## config.mk

```make
export PLATFORM = sky130hd
export DESIGN_NAME = clkBoard
export DESIGN_NICKNAME = d
export VERILOG_FILES = /design/src/verilog/clkPkg.sv /design/src/verilog/clkBoard.sv /design/src/verilog/clockGateCtl.sv /design/src/verilog/diagReadMux.sv /design/src/verilog/diagConfigRegs.sv /design/src/verilog/burstCounter.sv /design/src/verilog/rateDivider.sv
export SDC_FILE = /design/constraint.sdc
export NUM_CORES = 1
export LEC_CHECK = 0
export BUFFER_PORTS_ARGS = -buffer_cell sky130_fd_sc_hd__buf_2
export CAP_MARGIN = 20
export CORE_MARGIN = 2
export CORE_UTILIZATION = 43
export CTS_CLUSTER_DIAMETER = 120
export DETAILED_ROUTE_END_ITERATION = 8
export PLACE_DENSITY = 0.69
export SYNTH_ARGS = -nofsm -noshare
export SYNTH_HDL_FRONTEND = slang
export SYNTH_SLANG_ARGS = --single-unit
```

## constraint.sdc

```tcl
create_clock -name CLK -period 3.8 [get_ports CLK]
set_input_delay 0.19 -clock CLK [delete_from_list [all_inputs] [get_ports CLK]]
set_output_delay 0.19 -clock CLK [all_outputs]
set_load 0.01 [all_outputs]
```

## src/verilog/clkPkg.sv

```systemverilog
// ~~~~~~~~~~~~~~~~~~~~~~~~~~~~~~
// CLK board shared definitions
// Function codes, field widths and the clock control states
// ~~~~~~~~~~~~~~~~~~~~~~~~~~~~~~
package clkPkg;

  localparam int DIAG_SEL_W   = 3;   // Bus bits 4..6
  localparam int NIBBLE_W     = 4;   // Bus bits 32..35, bit 3 is bus bit 32
  localparam int DIAG_WORD_W  = 6;
  localparam int BURST_CNT_W  = 8;
  localparam int RATE_SEL_W   = 2;
  localparam int RATE_CNT_W   = 3;   // Divides by up to 8

  typedef logic [DIAG_SEL_W-1:0]  diagSel_t;
  typedef logic [NIBBLE_W-1:0]    ebusNibble_t;
  typedef logic [DIAG_WORD_W-1:0] diagWord_t;
  typedef logic [BURST_CNT_W-1:0] burstCount_t;
  typedef logic [RATE_SEL_W-1:0]  rateSel_t;

  typedef enum logic [1:0] {IDLE, RUN, STEP, BURST} clkState_e;

  // Control functions, anything else is a stop
  localparam diagSel_t CTL_START       = 3'd1;
  localparam diagSel_t CTL_SINGLE_STEP = 3'd2;
  localparam diagSel_t CTL_BURST       = 3'd5;
  localparam diagSel_t CTL_CLR_RESET   = 3'd6;
  localparam diagSel_t CTL_SET_RESET   = 3'd7;

  // Load functions
  localparam diagSel_t LD_BURST_LSB = 3'd2;
  localparam diagSel_t LD_BURST_MSB = 3'd3;
  localparam diagSel_t LD_RATE_SEL  = 3'd4;
  localparam diagSel_t LD_EBOX_DIS  = 3'd5;

  // Readback selects
  localparam diagSel_t RD_BURST_HIGH = 3'd0;
  localparam diagSel_t RD_STATUS     = 3'd1;
  localparam diagSel_t RD_CONFIG     = 3'd2;

endpackage
```

## src/verilog/clkBoard.sv

```systemverilog
// ~~~~~~~~~~~~~~~~~~~~~~~~~~~~~~
// CLK board top level
// Diagnostic bus control of the gated EBOX clock
// ~~~~~~~~~~~~~~~~~~~~~~~~~~~~~~
`timescale 1ns/1ps

module clkBoard
  import clkPkg::*;
(
  input  logic        CLK,
  input  logic        FPGA_RESET,
  input  logic        ctlFunc,
  input  logic        loadFunc,
  input  diagSel_t    diagSel,
  input  ebusNibble_t ebusData,
  input  logic        diagRead,
  output logic        eboxClk,
  output logic        crmClk,
  output logic        edpClk,
  output logic        ctlClk,
  output logic        mrReset,
  output diagWord_t   readData
);

  rateSel_t    rateSel;
  logic        crmDis;
  logic        edpDis;
  logic        ctlDis;
  logic        rateTick;
  burstCount_t burstCount;
  logic        burstZero;
  logic        burstDec;
  clkState_e   clkState;

  clockGateCtl u_clockGateCtl (
    .CLK(CLK), .FPGA_RESET(FPGA_RESET), .ctlFunc(ctlFunc), .diagSel(diagSel),
    .rateTick(rateTick), .burstZero(burstZero),
    .crmDis(crmDis), .edpDis(edpDis), .ctlDis(ctlDis),
    .burstDec(burstDec), .eboxClk(eboxClk), .crmClk(crmClk), .edpClk(edpClk),
    .ctlClk(ctlClk), .mrReset(mrReset), .clkState(clkState)
  );

  rateDivider u_rateDivider (
    .CLK(CLK), .FPGA_RESET(FPGA_RESET), .rateSel(rateSel), .rateTick(rateTick)
  );

  burstCounter u_burstCounter (
    .CLK(CLK), .FPGA_RESET(FPGA_RESET), .loadFunc(loadFunc), .diagSel(diagSel),
    .ebusData(ebusData), .burstDec(burstDec),
    .burstCount(burstCount), .burstZero(burstZero)
  );

  diagConfigRegs u_diagConfigRegs (
    .CLK(CLK), .FPGA_RESET(FPGA_RESET), .loadFunc(loadFunc), .diagSel(diagSel),
    .ebusData(ebusData), .rateSel(rateSel),
    .crmDis(crmDis), .edpDis(edpDis), .ctlDis(ctlDis)
  );

  diagReadMux u_diagReadMux (
    .diagRead(diagRead), .diagSel(diagSel), .burstCount(burstCount),
    .clkState(clkState), .mrReset(mrReset), .rateSel(rateSel),
    .crmDis(crmDis), .edpDis(edpDis), .ctlDis(ctlDis), .readData(readData)
  );

endmodule

```

## src/verilog/clockGateCtl.sv

```systemverilog
// ~~~~~~~~~~~~~~~~~~~~~~~~~~~~~~
// Clock gate control
// Control function decode, run/step/burst FSM, EBOX and section clock pulses
// ~~~~~~~~~~~~~~~~~~~~~~~~~~~~~~
`timescale 1ns/1ps

module clockGateCtl
  import clkPkg::*;
(
  input  logic      CLK,
  input  logic      FPGA_RESET,
  input  logic      ctlFunc,
  input  diagSel_t  diagSel,
  input  logic      rateTick,
  input  logic      burstZero,
  input  logic      crmDis,
  input  logic      edpDis,
  input  logic      ctlDis,
  output logic      burstDec,
  output logic      eboxClk,
  output logic      crmClk,
  output logic      edpClk,
  output logic      ctlClk,
  output logic      mrReset,
  output clkState_e clkState
);

  clkState_e nextState;
  logic      pulseReq;

  // One pulse opportunity per rate tick while not idle
  always_comb begin
    case (clkState)
      RUN:     pulseReq = rateTick;
      STEP:    pulseReq = rateTick;
      BURST:   pulseReq = rateTick & ~burstZero;   // Empty burst gives nothing
      default: pulseReq = 1'b0;
    endcase
  end

  assign burstDec = (clkState == BURST) & pulseReq;

  always_comb begin
    nextState = clkState;
    if (ctlFunc) begin
      case (diagSel)
        CTL_START:       nextState = RUN;
        CTL_SINGLE_STEP: nextState = STEP;
        CTL_BURST:       nextState = BURST;
        default:         nextState = IDLE;   // Stop, and both reset codes
      endcase
    end else begin
      case (clkState)
        STEP: begin
          if (rateTick) begin
            nextState = IDLE;   // Single pulse taken
          end
        end
        BURST: begin
          if (burstZero) begin
            nextState = IDLE;
          end
        end
        default: nextState = clkState;
      endcase
    end
  end

  always_ff @(posedge CLK) begin
    if (FPGA_RESET) begin
      clkState <= IDLE;
      eboxClk  <= 1'b0;
      mrReset  <= 1'b0;
    end else begin
      clkState <= nextState;
      eboxClk  <= pulseReq;
      if (ctlFunc && diagSel == CTL_SET_RESET) begin
        mrReset <= 1'b1;
      end else if (ctlFunc && diagSel == CTL_CLR_RESET) begin
        mrReset <= 1'b0;
      end
    end
  end

  // Section clocks follow eboxClk unless disabled
  assign {crmClk, edpClk, ctlClk} = {3{eboxClk}} & ~{crmDis, edpDis, ctlDis};

endmodule

```

## src/verilog/diagReadMux.sv

```systemverilog
// ~~~~~~~~~~~~~~~~~~~~~~~~~~~~~~
// Diagnostic readback mux
// Selects the status word, zero when no read is under way
// ~~~~~~~~~~~~~~~~~~~~~~~~~~~~~~
`timescale 1ns/1ps

module diagReadMux
  import clkPkg::*;
(
  input  logic        diagRead,
  input  diagSel_t    diagSel,
  input  burstCount_t burstCount,
  input  clkState_e   clkState,
  input  logic        mrReset,
  input  rateSel_t    rateSel,
  input  logic        crmDis,
  input  logic        edpDis,
  input  logic        ctlDis,
  output diagWord_t   readData
);

  always_comb begin
    readData = '0;
    if (diagRead) begin
      case (diagSel)
        RD_BURST_HIGH: readData = burstCount[7:2];
        RD_STATUS: begin
          readData = {clkState == RUN, clkState == BURST, rateSel, burstCount[1:0]};
        end
        RD_CONFIG: begin
          // Low bit unused
          readData = {mrReset, clkState == STEP, crmDis, edpDis, ctlDis, 1'b0};
        end
        default: readData = '0;
      endcase
    end
  end

endmodule

```

## src/verilog/diagConfigRegs.sv

```systemverilog
// ~~~~~~~~~~~~~~~~~~~~~~~~~~~~~~
// Diagnostic config registers
// Rate select and EBOX section clock disables
// ~~~~~~~~~~~~~~~~~~~~~~~~~~~~~~
`timescale 1ns/1ps

module diagConfigRegs
  import clkPkg::*;
(
  input  logic        CLK,
  input  logic        FPGA_RESET,
  input  logic        loadFunc,
  input  diagSel_t    diagSel,
  input  ebusNibble_t ebusData,
  output rateSel_t    rateSel,
  output logic        crmDis,
  output logic        edpDis,
  output logic        ctlDis
);

  logic loadRate;
  logic loadDis;

  assign loadRate = loadFunc && (diagSel == LD_RATE_SEL);
  assign loadDis  = loadFunc && (diagSel == LD_EBOX_DIS);

  always_ff @(posedge CLK) begin
    if (FPGA_RESET) begin
      rateSel <= '0;
      crmDis  <= 1'b0;
      edpDis  <= 1'b0;
      ctlDis  <= 1'b0;
    end else begin
      if (loadRate) rateSel <= ebusData[1:0];   // Bus bits 34..35
      if (loadDis) begin
        {crmDis, edpDis, ctlDis} <= ebusData[2:0];
      end
    end
  end

endmodule

```

## src/verilog/burstCounter.sv

```systemverilog
// ~~~~~~~~~~~~~~~~~~~~~~~~~~~~~~
// Burst counter
// 8-bit count loaded by nibbles, counts down once per burst pulse
// ~~~~~~~~~~~~~~~~~~~~~~~~~~~~~~
`timescale 1ns/1ps

module burstCounter
  import clkPkg::*;
(
  input  logic        CLK,
  input  logic        FPGA_RESET,
  input  logic        loadFunc,
  input  diagSel_t    diagSel,
  input  ebusNibble_t ebusData,
  input  logic        burstDec,
  output burstCount_t burstCount,
  output logic        burstZero
);

  logic loadLsb;
  logic loadMsb;

  assign loadLsb = loadFunc && (diagSel == LD_BURST_LSB);
  assign loadMsb = loadFunc && (diagSel == LD_BURST_MSB);

  assign burstZero = (burstCount == '0);

  always_ff @(posedge CLK) begin
    if (FPGA_RESET) begin
      burstCount <= '0;
    end else if (loadLsb) begin
      burstCount[3:0] <= ebusData;
    end else if (loadMsb) begin
      burstCount[7:4] <= ebusData;
    end else if (burstDec && !burstZero) begin
      // Holds at zero
      burstCount <= burstCount - 1'b1;
    end
  end

endmodule

```

## src/verilog/rateDivider.sv

```systemverilog
// ~~~~~~~~~~~~~~~~~~~~~~~~~~~~~~
// Rate divider
// Free-running count giving one clock opportunity per 1, 2, 4 or 8 cycles
// ~~~~~~~~~~~~~~~~~~~~~~~~~~~~~~
`timescale 1ns/1ps

module rateDivider
  import clkPkg::*;
(
  input  logic     CLK,
  input  logic     FPGA_RESET,
  input  rateSel_t rateSel,
  output logic     rateTick
);

  logic [RATE_CNT_W-1:0] divCount;
  logic [RATE_CNT_W-1:0] tickMask;

  always_ff @(posedge CLK) begin
    if (FPGA_RESET) begin
      divCount <= '0;
    end else begin
      divCount <= divCount + 1'b1;   // Never stops, phase is free
    end
  end

  // Low rateSel bits of the count, all ones for code 3 after the wrap
  assign tickMask = RATE_CNT_W'(3'b001 << rateSel) - 1'b1;

  assign rateTick = (divCount & tickMask) == '0;

endmodule

```

==> impl_metrics.csv <==
group,metric,value,unit
run_status,status,"finished, final reports clean",
layout,final_design_area_no_fill,0.00148,mm²
drt,viasPerCell,5.79,
setup_path,crit_required,4.04,ns
cts,clk_path_buf_depth,2,
yosys,synth_top_area_cell,"dfxtp_1",
grt,grt_usage,0.201,
placement,io_buffers,22,
yosys,synth-compound-area-share,0.193,
yosys,yosys_most_used_dff,"dfxtp_1",
layout,layout_common_cells,"27 x nor2_1, 22 x buf_2, 20 x dfxtp_1, 14 x a21oi_1, 13 x mux2i_1",
cts,h-tree-depth,1,
power_and_ir_drop,powerDensity,329,mW/mm²
yosys,synth_xor_area_frac,0.00670,
grt,grt_max_degree,21,
layout,fin_util,0.497,
yosys,synthAdderAreaFrac,0.0670,
timing,clock_skew,0.00518,ns
yosys,synth_seq_cells,20,
drt,vias,1227,
timing,fin_crit,1.88,ns
placement,placed_area,0.00143,mm²
grt,grt_pass1_wl,5400,µm
timing,setup_viol_count_final,0,
yosys,avgSynthCellArea,8.17,µm²
power_and_ir_drop,p_leak,0.640,nW
drt,drtIter0Drc,48,
cts,clk_latency,0.31,ns
grt,grt_pass1_vias,1223,
timing,setup_tns,0,ns
yosys,synthCells,160,
drt,firstDrtPassIters,4,
floorplan,rows,20,
setup_path,crit_path_end_kind,"flip-flop",
yosys,syn-num-nets,179,
cts,root_buffer,"clkbuf_4",
grt,antenna_found_initial,0,
placement,pre_cts_ws,1.96,ns
floorplan,die-area,0.00350,mm²
drt,wl_per_cell,14.7,µm
yosys,yosysTopAreaCellShare,0.306,
floorplan,start_util,0.439,
setup_path,cp.arrival,2.12,ns
cts,postCtsSetupBuffers,0,
layout,diodes,0,
power_and_ir_drop,max-vdd-ir-drop,0.000147,V
hold_path,hold_path_class,"in2reg",
setup_path,cp_max_fo,4,
floorplan,die_w,59.1,µm
timing,finalWorstSetupSlack,1.92,ns
layout,final_common_cell,"nor2_1",
setup_path,start_kind,"flip-flop",
timing,hold_violations,0,
cts,hold_buffers,0,
yosys,yosys-top-cells-area,"dfxtp_1 31%, mux2i_1 10%, nor2_1 7.8%, ha_1 6.7%, a21oi_1 5.4%",
timing,min_period_over_period,0.494,
timing,relSlewSlack,0.699,
yosys,yosysWarnings,0,
timing,rsz0062_at_grt,"false",
power_and_ir_drop,finalPower,0.487,mW
drt,drc_errors,0,
cts,cts_sinks,20,
layout,nets,199,
timing,whs,0.174,ns
cts,ctsResizeCount,0,
yosys,synthArstFlopShare,0,
placement,place_inst,208,
cts,cts-buffers-inserted,3,
timing,slew_violations,0,
timing,max_freq,0.533,GHz
placement,dp_hpwl,2380,µm
yosys,yosysSeqAreaShare,0.306,
timing,max_slew.worst_pin.slew,0.450,ns
setup_path,path_class,"reg2reg",
grt,grt_overflow,0,
floorplan,chipHeight,59.1,µm
drt,postRouteWirelength,3130,µm
yosys,synth_simple_gate_area_share,0.278,
drt,ant_nets,0,
yosys,synth_cell_type_count,40,
cts,clk_pin_slew,0.12,ns
yosys,synth_edf_count,0,
yosys,syn_area,0.00131,mm²
yosys,synthMuxAreaShare,0.108,
layout,syn_to_final_growth,13.2,%
job,maxCapViolations,0,
layout,drive_gt1_frac,0.179,
floorplan,io_pins,23,
cts,tritoncts,"done",
placement,gp_congestion,0.901,
yosys,synth_top_family_by_area,"simple AND/OR/NAND/NOR gates",
layout,final_cell_count_no_fill,212,
floorplan,core_area,0.00298,mm²
[final timing paths]
kind                              startpoint                            to  slack [ns]  cells after the start
hold / removal                   ebusData[0]  u_burstCounter.burstCount[0]        0.17                      3
setup / recovery  u_clockGateCtl.clkState[0]  u_burstCounter.burstCount[0]        1.92                      6
setup reg to reg  u_clockGateCtl.clkState[0]  u_burstCounter.burstCount[0]        1.92                      6
hold reg to reg    u_rateDivider.divCount[0]     u_rateDivider.divCount[0]        0.49                      1
[sequential cells by signal (all words and copies together), names as in the netlist]
signal and cells:
u_burstCounter.burstCount 8, u_rateDivider.divCount 3, u_clockGateCtl.clkState 2, u_diagConfigRegs.rateSel 2, u_clockGateCtl.eboxClk 1, u_clockGateCtl.mrReset 1
u_diagConfigRegs.crmDis 1, u_diagConfigRegs.ctlDis 1, u_diagConfigRegs.edpDis 1
[worst max-delay path: stages (launching register included)]
cell and delay, ns:
dfxtp_1 0.43, inv_1 0.09, ha_1 0.25, a211oi_4 0.30
nand3_1 0.11, or4_1 0.47, a31oi_1 0.17
[final cells by class]
class	count	area, µm²
timing repair buffer	22	110
inverter	6	22.5
multi-input combinational	127	853
sequential	20	400
tap	33	41.3
fill	282	1500
clock inverter	1	30.0
clock buffer	3	22.5
[cell families after synthesis]
kind of cell	count (synthesis)
compound gates	37
xor+xnor	1
fa+ha+maj	7
buf+inv	13
flops	20
mux	14
simple gates	68
[layer usage]
metal  global-route usage  routed length [µm]
met1                0.257                1420
met2                0.330                1550
met3               0.0306                  95
met4               0.0942                  60
met5                    0                   0
[report_power, final]
group | leakage (nW) | total (mW) | internal, mW | switching [mW]
registers | 0.163 | 0.227 | 0.218 | 0.00899
logic | 0.450 | 0.0826 | 0.0341 | 0.0485
clock network | 0.0279 | 0.177 | 0.107 | 0.0708
total | 0.640 | 0.487 | 0.358 | 0.128
[synthesized netlist by cell type (all sizes together) (2+ instances only)]
library cell  instances
a22o                  2
nand2b                2
nor3b                 2
nand3                 5
dfxtp                20
a31oi                 2
nand2                 7
nor3                  3
mux2i                13
ha                    7
nor2                 27
inv                   6
or4                   2
nor2b                 8
nor4                  3
a211oi                2
o21ai                 9
buf                   4
a22oi                 2
a21oi                14
or2                   4
a41oi                 2
clkbuf                3
Note: power is estimated with default switching activity, not from simulation.
